[src/ooo_pkg.sv]
////////////////////////////////////////
// machine widths of the core
// data word, rs tag, history index,
// branch result and the null tag
////////////////////////////////////////

package ooo_pkg;

   localparam int WORD_BITS    = 64;
   localparam int TAG_BITS     = 5;
   localparam int HISTORY_BITS = 8;

   // data or address word
   typedef logic [WORD_BITS-1:0] word_t;

   // reservation station tag
   typedef logic [TAG_BITS-1:0] rs_tag_t;

   // pattern history index
   typedef logic [HISTORY_BITS-1:0] pht_index_t;

   // bit 1 marks a branch and bit 0 holds the actual outcome
   typedef logic [1:0] br_result_t;

   localparam int BR_RESULT_IS_BRANCH = 1;
   localparam int BR_RESULT_TAKEN     = 0;

   // marks an empty cdb slot
   localparam rs_tag_t RSTAG_NULL = '1;

endpackage

[src/isa_pkg.sv]
////////////////////////////////////////
// instruction set encodings
// alu operation codes, branch condition
// codes, instruction size
////////////////////////////////////////

package isa_pkg;

   ////////////////////////////////////////
   // integer operations
   ////////////////////////////////////////

   localparam int ALU_OP_BITS = 3;
   typedef logic [ALU_OP_BITS-1:0] alu_op_t;

   localparam alu_op_t ALU_ADD = 3'd0;
   localparam alu_op_t ALU_SUB = 3'd1;
   localparam alu_op_t ALU_AND = 3'd2;
   localparam alu_op_t ALU_OR  = 3'd3;
   localparam alu_op_t ALU_XOR = 3'd4;
   // shift amount is the low bits of operand b
   localparam alu_op_t ALU_SLL = 3'd5;
   localparam alu_op_t ALU_SRL = 3'd6;
   // signed compare giving 1 or 0
   localparam alu_op_t ALU_SLT = 3'd7;

   localparam int SHIFT_BITS = 6;

   ////////////////////////////////////////
   // branch conditions
   ////////////////////////////////////////

   localparam int BR_COND_BITS = 2;
   typedef logic [BR_COND_BITS-1:0] br_cond_t;

   localparam br_cond_t BR_EQ     = 2'd0;
   localparam br_cond_t BR_NE     = 2'd1;
   localparam br_cond_t BR_LT     = 2'd2;
   localparam br_cond_t BR_ALWAYS = 2'd3;

   // fall-through step
   localparam int INSN_BYTES = 4;

endpackage

[src/alu_lane.sv]
////////////////////////////////////////
// integer execution lane
// alu datapath and execute/complete
// output register
////////////////////////////////////////

`timescale 1ns/100ps

module alu_lane
   import ooo_pkg::*;
   import isa_pkg::*;
(
   input  logic    clock,
   input  logic    rst_n,

   // issue side
   input  logic    alu_issue,
   input  rs_tag_t alu_tag,
   input  alu_op_t alu_op,
   input  word_t   alu_a,
   input  word_t   alu_b,
   input  word_t   alu_npc,

   // to complete stage
   output rs_tag_t ex_cm_tag,
   output word_t   ex_cm_result,
   output word_t   ex_cm_npc,
   output logic    ex_cm_valid
);

   word_t                 alu_result;
   logic [SHIFT_BITS-1:0] shamt;

   assign shamt = alu_b[SHIFT_BITS-1:0];

   ////////////////////////////////////////
   // execute
   ////////////////////////////////////////

   always_comb begin
      case (alu_op)
         ALU_ADD: alu_result = alu_a + alu_b;
         ALU_SUB: alu_result = alu_a - alu_b;
         ALU_AND: alu_result = alu_a & alu_b;
         ALU_OR:  alu_result = alu_a | alu_b;
         ALU_XOR: alu_result = alu_a ^ alu_b;
         ALU_SLL: alu_result = alu_a << shamt;
         ALU_SRL: alu_result = alu_a >> shamt;
         // zero extended compare bit
         ALU_SLT: alu_result = word_t'($signed(alu_a) < $signed(alu_b));
         default: alu_result = '0;
      endcase
   end

   ////////////////////////////////////////
   // execute/complete register
   ////////////////////////////////////////

   // payload loads every edge
   always_ff @(posedge clock) begin
      ex_cm_tag    <= alu_tag;
      ex_cm_result <= alu_result;
      ex_cm_npc    <= alu_npc;
   end

   // valid follows the issue strobe by one cycle
   always_ff @(posedge clock or negedge rst_n) begin
      if (!rst_n) begin
         ex_cm_valid <= 1'b0;
      end else begin
         ex_cm_valid <= alu_issue;
      end
   end

   ////////////////////////////////////////
   // checks
   ////////////////////////////////////////

   // the null tag is reserved for empty cdb slots
   a_issue_tag_not_null: assert property (
      @(posedge clock) disable iff (!rst_n)
      alu_issue |-> (alu_tag != RSTAG_NULL)
   ) else $error("alu_lane: issued tag is RSTAG_NULL");

   a_issue_op_known: assert property (
      @(posedge clock) disable iff (!rst_n)
      alu_issue |-> !$isunknown(alu_op)
   ) else $error("alu_lane: alu_op unknown at issue");

endmodule

[src/branch_lane.sv]
////////////////////////////////////////
// branch resolution lane
// condition evaluation, next pc, link
// value, mispredict and its register
////////////////////////////////////////

`timescale 1ns/100ps

module branch_lane
   import ooo_pkg::*;
   import isa_pkg::*;
(
   input  logic       clock,
   input  logic       rst_n,

   // issue side
   input  logic       br_issue,
   input  rs_tag_t    br_tag,
   input  br_cond_t   br_cond,
   input  word_t      br_a,
   input  word_t      br_b,
   input  word_t      br_pc,
   input  word_t      br_offset,
   input  logic       br_pred_taken,
   input  pht_index_t br_pht_index,

   // to complete stage
   output rs_tag_t    ex_cm_tag,
   output word_t      ex_cm_result,
   output word_t      ex_cm_npc,
   output logic       ex_cm_mispredict,
   output br_result_t ex_cm_branch_result,
   output pht_index_t ex_cm_pht_index,
   output logic       ex_cm_valid
);

   logic       br_taken;
   word_t      link_pc;
   word_t      target_pc;
   word_t      next_pc;
   br_result_t br_result;

   ////////////////////////////////////////
   // resolve
   ////////////////////////////////////////

   always_comb begin
      case (br_cond)
         BR_EQ:     br_taken = (br_a == br_b);
         BR_NE:     br_taken = (br_a != br_b);
         BR_LT:     br_taken = ($signed(br_a) < $signed(br_b));
         BR_ALWAYS: br_taken = 1'b1;
         default:   br_taken = 1'b0;
      endcase
   end

   // fall-through doubles as the link value
   assign link_pc   = br_pc + word_t'(INSN_BYTES);
   assign target_pc = br_pc + br_offset;
   assign next_pc   = br_taken ? target_pc : link_pc;

   always_comb begin
      br_result = '0;
      br_result[BR_RESULT_IS_BRANCH] = 1'b1;
      br_result[BR_RESULT_TAKEN]     = br_taken;
   end

   ////////////////////////////////////////
   // execute/complete register
   ////////////////////////////////////////

   always_ff @(posedge clock) begin
      ex_cm_tag           <= br_tag;
      ex_cm_result        <= link_pc;
      ex_cm_npc           <= next_pc;
      ex_cm_branch_result <= br_result;
      ex_cm_pht_index     <= br_pht_index;
   end

   // mispredict only raised for an issued branch
   always_ff @(posedge clock or negedge rst_n) begin
      if (!rst_n) begin
         ex_cm_valid      <= 1'b0;
         ex_cm_mispredict <= 1'b0;
      end else begin
         ex_cm_valid      <= br_issue;
         ex_cm_mispredict <= br_issue && (br_taken != br_pred_taken);
      end
   end

endmodule

[src/cm_stage.sv]
////////////////////////////////////////
// complete stage
// packs both lane results onto the two
// cdb slots, lane 1 first
////////////////////////////////////////

`timescale 1ns/100ps

module cm_stage
   import ooo_pkg::*;
(
   // integer lane
   input  rs_tag_t    ex_cm_tag_1,
   input  word_t      ex_cm_result_1,
   input  word_t      ex_cm_npc_1,
   input  logic       ex_cm_mispredict_1,
   input  br_result_t ex_cm_branch_result_1,
   input  pht_index_t ex_cm_pht_index_1,
   input  logic       ex_cm_valid_1,

   // branch lane
   input  rs_tag_t    ex_cm_tag_2,
   input  word_t      ex_cm_result_2,
   input  word_t      ex_cm_npc_2,
   input  logic       ex_cm_mispredict_2,
   input  br_result_t ex_cm_branch_result_2,
   input  pht_index_t ex_cm_pht_index_2,
   input  logic       ex_cm_valid_2,

   // cdb slot 1
   output rs_tag_t    cdb_tag_1,
   output word_t      cdb_value_1,
   output word_t      cdb_npc_1,
   output logic       cdb_mispredict_1,
   output br_result_t cdb_branch_result_1,
   output pht_index_t cdb_pht_index_1,
   output logic       cdb_valid_1,

   // cdb slot 2
   output rs_tag_t    cdb_tag_2,
   output word_t      cdb_value_2,
   output word_t      cdb_npc_2,
   output logic       cdb_mispredict_2,
   output br_result_t cdb_branch_result_2,
   output pht_index_t cdb_pht_index_2,
   output logic       cdb_valid_2
);

   always_comb begin
      // empty slots by default
      cdb_tag_1           = RSTAG_NULL;
      cdb_value_1         = '0;
      cdb_npc_1           = '0;
      cdb_mispredict_1    = 1'b0;
      cdb_branch_result_1 = '0;
      cdb_pht_index_1     = '0;
      cdb_valid_1         = 1'b0;

      cdb_tag_2           = RSTAG_NULL;
      cdb_value_2         = '0;
      cdb_npc_2           = '0;
      cdb_mispredict_2    = 1'b0;
      cdb_branch_result_2 = '0;
      cdb_pht_index_2     = '0;
      cdb_valid_2         = 1'b0;

      if (ex_cm_valid_1) begin
         cdb_tag_1           = ex_cm_tag_1;
         cdb_value_1         = ex_cm_result_1;
         cdb_npc_1           = ex_cm_npc_1;
         cdb_mispredict_1    = ex_cm_mispredict_1;
         cdb_branch_result_1 = ex_cm_branch_result_1;
         cdb_pht_index_1     = ex_cm_pht_index_1;
         cdb_valid_1         = 1'b1;
      end

      // branch lane goes behind lane 1 or moves up to slot 1
      if (ex_cm_valid_2 && ex_cm_valid_1) begin
         cdb_tag_2           = ex_cm_tag_2;
         cdb_value_2         = ex_cm_result_2;
         cdb_npc_2           = ex_cm_npc_2;
         cdb_mispredict_2    = ex_cm_mispredict_2;
         cdb_branch_result_2 = ex_cm_branch_result_2;
         cdb_pht_index_2     = ex_cm_pht_index_2;
         cdb_valid_2         = 1'b1;
      end else if (ex_cm_valid_2) begin
         cdb_tag_1           = ex_cm_tag_2;
         cdb_value_1         = ex_cm_result_2;
         cdb_npc_1           = ex_cm_npc_2;
         cdb_mispredict_1    = ex_cm_mispredict_2;
         cdb_branch_result_1 = ex_cm_branch_result_2;
         cdb_pht_index_1     = ex_cm_pht_index_2;
         cdb_valid_1         = 1'b1;
      end

      // one rs entry cannot finish in both lanes
      if (ex_cm_valid_1 && ex_cm_valid_2) begin
         assert (ex_cm_tag_1 != ex_cm_tag_2)
            else $error("cm_stage: both lanes carry tag %h", ex_cm_tag_1);
      end
   end

endmodule

[src/complete_top.sv]
////////////////////////////////////////
// execute and complete path
// integer lane, branch lane and the
// complete stage driving the cdb
////////////////////////////////////////

`timescale 1ns/100ps

module complete_top
   import ooo_pkg::*;
   import isa_pkg::*;
(
   input  logic       clock,
   input  logic       rst_n,

   // integer issue
   input  logic       alu_issue,
   input  rs_tag_t    alu_tag,
   input  alu_op_t    alu_op,
   input  word_t      alu_a,
   input  word_t      alu_b,
   input  word_t      alu_npc,

   // branch issue
   input  logic       br_issue,
   input  rs_tag_t    br_tag,
   input  br_cond_t   br_cond,
   input  word_t      br_a,
   input  word_t      br_b,
   input  word_t      br_pc,
   input  word_t      br_offset,
   input  logic       br_pred_taken,
   input  pht_index_t br_pht_index,

   // cdb
   output rs_tag_t    cdb_tag_1,
   output word_t      cdb_value_1,
   output word_t      cdb_npc_1,
   output logic       cdb_mispredict_1,
   output br_result_t cdb_branch_result_1,
   output pht_index_t cdb_pht_index_1,
   output logic       cdb_valid_1,
   output rs_tag_t    cdb_tag_2,
   output word_t      cdb_value_2,
   output word_t      cdb_npc_2,
   output logic       cdb_mispredict_2,
   output br_result_t cdb_branch_result_2,
   output pht_index_t cdb_pht_index_2,
   output logic       cdb_valid_2
);

   rs_tag_t    ex_cm_tag_1,           ex_cm_tag_2;
   word_t      ex_cm_result_1,        ex_cm_result_2;
   word_t      ex_cm_npc_1,           ex_cm_npc_2;
   logic       ex_cm_mispredict_1,    ex_cm_mispredict_2;
   br_result_t ex_cm_branch_result_1, ex_cm_branch_result_2;
   pht_index_t ex_cm_pht_index_1,     ex_cm_pht_index_2;
   logic       ex_cm_valid_1,         ex_cm_valid_2;

   // integer lane has no branch fields
   assign ex_cm_mispredict_1    = 1'b0;
   assign ex_cm_branch_result_1 = '0;
   assign ex_cm_pht_index_1     = '0;

   alu_lane u_alu_lane (
      .clock, .rst_n,
      .alu_issue, .alu_tag, .alu_op, .alu_a, .alu_b, .alu_npc,
      .ex_cm_tag    (ex_cm_tag_1),
      .ex_cm_result (ex_cm_result_1),
      .ex_cm_npc    (ex_cm_npc_1),
      .ex_cm_valid  (ex_cm_valid_1)
   );

   branch_lane u_branch_lane (
      .clock, .rst_n,
      .br_issue, .br_tag, .br_cond, .br_a, .br_b,
      .br_pc, .br_offset, .br_pred_taken, .br_pht_index,
      .ex_cm_tag           (ex_cm_tag_2),
      .ex_cm_result        (ex_cm_result_2),
      .ex_cm_npc           (ex_cm_npc_2),
      .ex_cm_mispredict    (ex_cm_mispredict_2),
      .ex_cm_branch_result (ex_cm_branch_result_2),
      .ex_cm_pht_index     (ex_cm_pht_index_2),
      .ex_cm_valid         (ex_cm_valid_2)
   );

   cm_stage u_cm_stage (.*);

endmodule

[config.mk]
export PLATFORM = sky130hd
export DESIGN_NAME = complete_top
export DESIGN_NICKNAME = d
export VERILOG_FILES = /design/src/ooo_pkg.sv /design/src/isa_pkg.sv /design/src/alu_lane.sv /design/src/branch_lane.sv /design/src/cm_stage.sv /design/src/complete_top.sv
export SDC_FILE = /design/constraint.sdc
export NUM_CORES = 2
export LEC_CHECK = 0
export ABC_AREA = 1
export BUFFER_PORTS_ARGS = -buffer_cell sky130_fd_sc_hd__buf_4
export CORE_AREA = 2 2 319 321
export CTS_BUF_LIST = sky130_fd_sc_hd__clkbuf_8 sky130_fd_sc_hd__clkbuf_16
export DETAILED_ROUTE_END_ITERATION = 10
export DIE_AREA = 0 0 321 323
export PLACE_DENSITY = 0.61
export SETUP_SLACK_MARGIN = 0.15
export SLEW_MARGIN = 20
export SYNTH_ARGS = -nofsm -noshare
export SYNTH_HDL_FRONTEND = slang
export SYNTH_SLANG_ARGS = --single-unit
[constraint.sdc]
create_clock -name clock -period 2.1 [get_ports clock]
set_clock_uncertainty 0.2 [all_clocks]
set_input_delay 0.315 -clock clock [delete_from_list [all_inputs] [get_ports clock]]
set_output_delay 0.315 -clock clock [all_outputs]
set_load 0.01 [all_outputs]
After elaboration in Yosys (flattened, before gate mapping)
Index checks and enable logic that the tools add are counted.
{"block": "op_classes", "addsub": 4, "mul": 0, "n_eq_ne": 13, "shift": 2, "magnitude_cmp": 2, "reduce_logical": 4, "mux": 28, "div": 0, "n_bitwise": 3}
{"cell": "64-bit 2-to-1 mux", "n": 9}
{"cell": "64-bit case mux with 8 select lines", "n": 1}
{"cell": "64-bit adder", "n": 2}
{"cell": "64-bit < comparator", "n": 2}
{"cell": "64-bit by 3-bit adder with 64-bit output, second input constant", "n": 1}
{"cell": "64-bit bitwise AND", "n": 1}
{"cell": "64-bit == test", "n": 1}
{"cell": "64-bit inequality test", "n": 1}
{"cell": "64-bit OR", "n": 1}
{"cell": "64-bit by 6-bit left shift with 64-bit output", "n": 1}
{"cell": "64-bit by 6-bit right shift with 64-bit output", "n": 1}
{"cell": "64-bit subtractor", "n": 1}
{"cell": "64-bit XOR", "n": 1}
{"cell": "8-bit 2-to-1 mux", "n": 3}
{"cell": "5-bit 2-to-1 mux", "n": 4}
{"cell": "3-bit == test, second input constant", "n": 4}
{"cell": "1-bit 2-to-1 mux", "n": 7}
{"cell": "3-bit by 2-bit == test with 1-bit output, second input constant", "n": 2}
{"cell": "2-bit 2-to-1 mux", "n": 3}
{"cell": "2-bit == test, second input constant", "n": 2}
{"cell": "1-bit case mux with 4 select lines", "n": 1}
{"cell": "3-bit by 1-bit == test with 1-bit output, second input constant", "n": 1}
{"cell": "3-bit logical NOT", "n": 1}
{"cell": "2-bit by 1-bit == test with 1-bit output, second input constant", "n": 1}
{"cell": "other kinds (3)", "n": 4}
{"block": "word_totals", "output_inout_bits": 290, "mem_bits_ro": 0, "mem_bits_rw": 0, "reg_bits": 278, "elab_cells": 67, "latchBits": 0, "memories": 0}

Depth between registers and ports, before layout
{"block": "logic_depth", "depth_word": 4, "mapped_depth": 23, "depth_no_buf": 22}

By module
From an unflattened synthesis, not the netlist that was laid out.
{"block": "hier_totals", "hier_cells": 7210, "area_unflattened_um2": 39470.4}
{"module": "alu_lane", "area_each_um2": 24611.1, "seq_area_each_um2": 2687.6, "cells_each": 4699, "n_inst": 1}
{"module": "branch_lane", "area_each_um2": 11542.3, "seq_area_each_um2": 2892.8, "cells_each": 1714, "n_inst": 1}
{"module": "cm_stage", "area_each_um2": 3313.2, "seq_area_each_um2": 0.0, "cells_each": 796, "n_inst": 1}
{"module": "complete_top", "area_each_um2": 3.8, "seq_area_each_um2": 0.0, "cells_each": 1, "n_inst": 1}

Worst setup path before layout
No wires, ideal clock.
{"block": "synth_path", "kind": "input to register", "from": "input alu_b[2]", "to": "register u_alu_lane.ex_cm_result[49]", "stages": 20, "slack_ns": -1.051, "n_path_buf": 4, "arrival_time_ns": 2.830, "setup_ns": 0.122, "path_cell_list": "inv_1 > buf_2 > buf_1 > clkbuf_1 > ha_1 > buf_4 > inv_1 > a21oi_2 > nand2_1 > nand2_1 > nand2_1 > a21oi_2 > o21ai_1 > nand2_1 > nor2_1 > nand2_1 > nand2_1 > nand2_1 > nand3_1 > nand3_1"}
{"block": "synth_between", "elab_chain_len": 2, "elab_cells_between_ends": 5, "classes_between": "add/sub (2); shift (2); mux (1)"}
{"item": "from (decl)", "line_no": "complete_top.sv:21", "source": "input word_t alu_b,"}
{"item": "64-bit subtractor (tied with other cells)", "line_no": "alu_lane.sv:43", "source": "ALU_SUB: alu_result = alu_a - alu_b;"}
{"item": "64-bit case mux with 8 select lines *", "line_no": "alu_lane.sv:41", "source": "case (alu_op)"}
{"item": "net u_alu_lane.alu_result[49]", "line_no": "alu_lane.sv:31", "source": "word_t alu_result;"}
{"item": "to (signal assigned)", "line_no": "alu_lane.sv:62", "source": "ex_cm_result <= alu_result;"}
{"item": "to (decl)", "line_no": "alu_lane.sv:26", "source": "output word_t ex_cm_result,"}
Mark *: on every way through the listed nets, which the timed path passes. The rest lies on a longest branch.

Final worst setup path
{"block": "layout_path", "from": "register u_alu_lane.ex_cm_valid", "to": "output cdb_npc_1[49]"}
{"block": "layout_between", "elab_chain_len": 3, "elab_cells_between_ends": 4, "classes_between": "mux (3); reduce/logical (1)"}
{"item": "from (decl)", "line_no": "alu_lane.sv:28", "source": "output logic ex_cm_valid"}
{"item": "from (signal assigned)", "line_no": "alu_lane.sv:71", "source": "ex_cm_valid <= alu_issue;"}
{"item": "64-bit 2-to-1 mux", "line_no": "cm_stage.sv:67", "source": "if (ex_cm_valid_1) begin"}
{"item": "64-bit 2-to-1 mux", "line_no": "cm_stage.sv:86", "source": "end else if (ex_cm_valid_2) begin"}
{"item": "64-bit 2-to-1 mux *", "line_no": "cm_stage.sv:78", "source": "if (ex_cm_valid_2 && ex_cm_valid_1) begin"}
{"item": "to (decl)", "line_no": "complete_top.sv:38", "source": "output word_t cdb_npc_1,"}
Mark *: on every way between the ends. The rest lies on a longest branch, timed or not.

==> out/results.txt <==
Core outline area: 0.101 sq mm
Largest net degree at the start of global routing: 96
Gpl congestion: 1.18
CP arrival: 2.16 ns
Synth Area in Simple Gates: 33.9%
Die area: 0.104 sq mm
Hold Path Class: input pin to register
Initial core utilization: 36.6%
Complex-gate fraction of the synthesized area: 22.5%
Post-Route WL: 269000 um
Post-Syn Instances: 6536
Util after Layout: 65.9%
Multiplexer share of the synthesized area: 0.733%
Global-route usage over all layers: 49.1%
Placed Cells incl. Taps: 10300
Top-area cell type share of the netlist area: 16.3%
Post-synth net total: 7336
Port Buffer Count: 765
Fin crit period: 2.68 ns
Clk pin slew, worst setup/hold paths: 0.06 ns
Worst slew pin tran: 0.667 ns
Die W: 321 um
Top-Level Pins: 766
H-tree Lvls: 2
Drt first pass iters: 9
YS warnings: 0
WL per Instance: 25.4 um
CP Cell Sequence: nor2_4 -> inv_4 -> buf_12 -> o21ai_0 -> buf_4
Fin. Hold Viols: 0
Adder-Cell Fraction of Synth Area: 11.1%
Failing checks: negative setup slack
# nets final: 10000
Asr flop ratio synth: 1.08%
Hpwl dp: 222000 um
Relative slew slack: 55.0%
Fin cells: 10600
Num CTS Buffers: 35
Clock sinks: 278
Finished Cell Area: 0.0664 sq mm
Layout area overhead: 80.0%
Antenna Violating Nets Remaining: 0
DP Worst Slack: -1.61 ns
Vias in the first global route: 56000
Maxcap violations: 0
Die Height: 323 um
Startpoint types: register
Maximum clock path buffer count: 3
CP Class: register to primary output
RSZ-0062 raised after global routing: yes
Synth Register Bits: 278
First-pass GRT wire length: 372000 um
DRC: 0
Critical-path top delay cell: dfrtp_4
CP Max Fanout: 95
Setup-failing EPs final: 423
Initial antenna violation count: 24
Fin. max-slew vios: 0
TNS Setup: -135.59 ns
DR vias/cell: 5.61
DR iter-0 viols: 8493
Largest family of logic cells by synthesized area: simple AND/OR/NAND/NOR gates
Syn Area/Cell: 5.64 sq um
Main synth FF type: dfxtp_1
Netlist cell types: 65
PwrDens: 473 mW/mm^2
Ratio of final minimum period to clock period: 127%
Root buffer cell: clkbuf_16
Critical path capture point type: primary output
EDFF count, synth: 0
Peak supply drop: 0.591 mV
Synthesized-area fraction occupied by xor and xnor cells: 3.31%
Crit-path max cell delay: 0.54 ns
Critical Path RT: 1.58 ns
Placed Area: 0.0586 sq mm
Worst setup margin: -0.577 ns
Num rows: 117
Vias: 59300
Layout cell share with drive strength beyond 1: 41.3%
Seq/Total Area, Yosys: 15.1%
Synth area leaders: nand2_1 (16%), dfxtp_1 (15%), ha_1 (11%), inv_1 (9.7%), o21ai_0 (8.4%)
CTS tree: built
Yosys top cell by area: nand2_1
Post-Synthesis Cell Area: 0.0369 sq mm
Grt total ovfl: 0
Status: finished, violations left
FMAX: 0.374 GHz
Leakage: 33.4 nW
==> routing by layer <==
| metal | GRT usage, % | vias to the layer above | routed length, um | share of wire (%) |
|---|---|---|---|---|
| met5 | 0 | - | 184 | 0.068 |
| met4 | 26.8 | 22 | 18200 | 6.8 |
| met3 | 14.8 | 826 | 36100 | 13 |
| met2 | 71.6 | 4160 | 109000 | 40 |
| met1 | 64.4 | 27700 | 106000 | 39 |
| li1 | - | 26600 | - | - |
==> report_power, final <==
| group | internal (W) | switching [W] | total (W) |
|---|---|---|---|
| registers | 0.00589 | 0.000392 | 0.00629 |
| logic | 0.00817 | 0.0106 | 0.0187 |
| clock network | 0.00358 | 0.00282 | 0.00640 |
| total | 0.0176 | 0.0138 | 0.0314 |
==> area by class of cell <==
type,instances,area (sq um)
Multi-Input combinational cell,5014,30500
Fill cell,9262,34400
Antenna cell,9,22.5
Clock buffer,38,928
Clock inverter,24,224
Timing Repair Buffer,2939,23600
Inverter,965,3790
Sequential cell,278,5580
Tap cell,1309,1640
==> kinds of logic (layout without fill, tap and decap cells) <==
logic type / count (synthesis) / after routing
flops: 278 / 278
mux: 27 / 27
xor+xnor: 136 / 136
buf+inv: 1244 / 3966
simple gates: 2995 / 2995
other cells: 0 / 9
compound gates: 1532 / 1532
fa+ha+maj: 324 / 324
==> Yosys cell counts (all sizes together) (2+ instances only) <==
| cell type | number |
|---|---|
| nand2 | 1611 |
| inv | 962 |
| o21ai | 810 |
| nor2 | 785 |
| a21oi | 478 |
| nand3 | 357 |
| ha | 321 |
| dfxtp | 275 |
| buf | 141 |
| clkbuf | 138 |
| nor3 | 90 |
| xor2 | 86 |
| nand4 | 83 |
| xnor2 | 50 |
| o211ai | 34 |
| o21bai | 33 |
| o22ai | 32 |
| o21a | 30 |
| a31oi | 27 |
| mux2i | 27 |
| nor4 | 22 |
| or2 | 22 |
| a211oi | 18 |
| a21o | 17 |
| a221oi | 15 |
| a21boi | 14 |
| nand3b | 12 |
| o2111ai | 12 |
| and3 | 7 |
| o221ai | 7 |
| clkinv | 3 |
| dfrtp | 3 |
| fa | 3 |
| nor3b | 3 |
| a2111oi | 2 |
| a22oi | 2 |
| nand2b | 2 |
==> sequential cells by signal (all words and copies together) (netlist names) <==
name and cells:
u_branch_lane.ex_cm_branch_result 1, u_branch_lane.ex_cm_result 64, u_alu_lane.ex_cm_npc 64, u_alu_lane.ex_cm_tag 5, u_branch_lane.ex_cm_pht_index 8, u_branch_lane.ex_cm_valid 1
u_branch_lane.ex_cm_mispredict 1, u_branch_lane.ex_cm_npc 64, u_alu_lane.ex_cm_valid 1, u_alu_lane.ex_cm_result 64, u_branch_lane.ex_cm_tag 5
==> per-stage QoR <==
stage	power [W]	hold slack (ns)
after global routing	0.0323	0.0185
after global placement	0.0220	-0.0362
after CTS	0.0300	0.00236
after floorplan	0.0124	-0.181
final	0.0314	0.0256
after detailed placement	0.0221	-0.0348
==> placed cells by master (no fill, tap or decap), types with 62 or more instances in the layout <==
master         synthesis  routed
o21ai_2                4     102
dfxtp_1              275     275
nor3_1                83      62
dlygate4sd3_1          0     110
ha_4                   0      70
a21oi_1              471     347
nand4_1               80      80
inv_1                951     838
nand3_1              351     300
o21ai_0              621     411
inv_2                 11      89
nor2_1               774     641
nand2_2                4     121
xor2_1                86      85
buf_4                  8    2660
buf_6                 17     101
a21oi_2                7      96
o21ai_1              185     273
nor2_2                 6      94
ha_1                 321     224
nand2_1             1604    1452
==> timing repair <==
item / CTS / global route
setup endpoints to repair: 435 / 450
pin swaps: 216 / 108
gates resized for setup: 914 / 393
gates cloned: 7 / 0
hold buffers: 110 / 0
hold endpoints to repair: 118 / 0
buffers inserted: 82 / 34
==> path summary, 6_finish.rpt <==
check                                       start                        endpoint  slack (ns)  cells after the start
worst max-delay path       u_alu_lane.ex_cm_valid                   cdb_npc_1[49]       -0.58                      5
max in group asynchronous                   rst_n          u_alu_lane.ex_cm_valid        0.60                      3
min in group asynchronous                   rst_n  u_branch_lane.ex_cm_mispredict        0.62                      3
worst min-delay path                 br_offset[1]      u_branch_lane.ex_cm_npc[1]        0.03                      4
==> worst max-delay path, delay by kind of cell, from the launching register on <==
family	cells	cell delay [ns]
AO/OA/AOI/OAI	1	0.35
AND/OR/NAND/NOR	1	0.16
buffers and inverters	3	0.39
flip-flops	1	0.54
(Power assumes the default switching activity.)
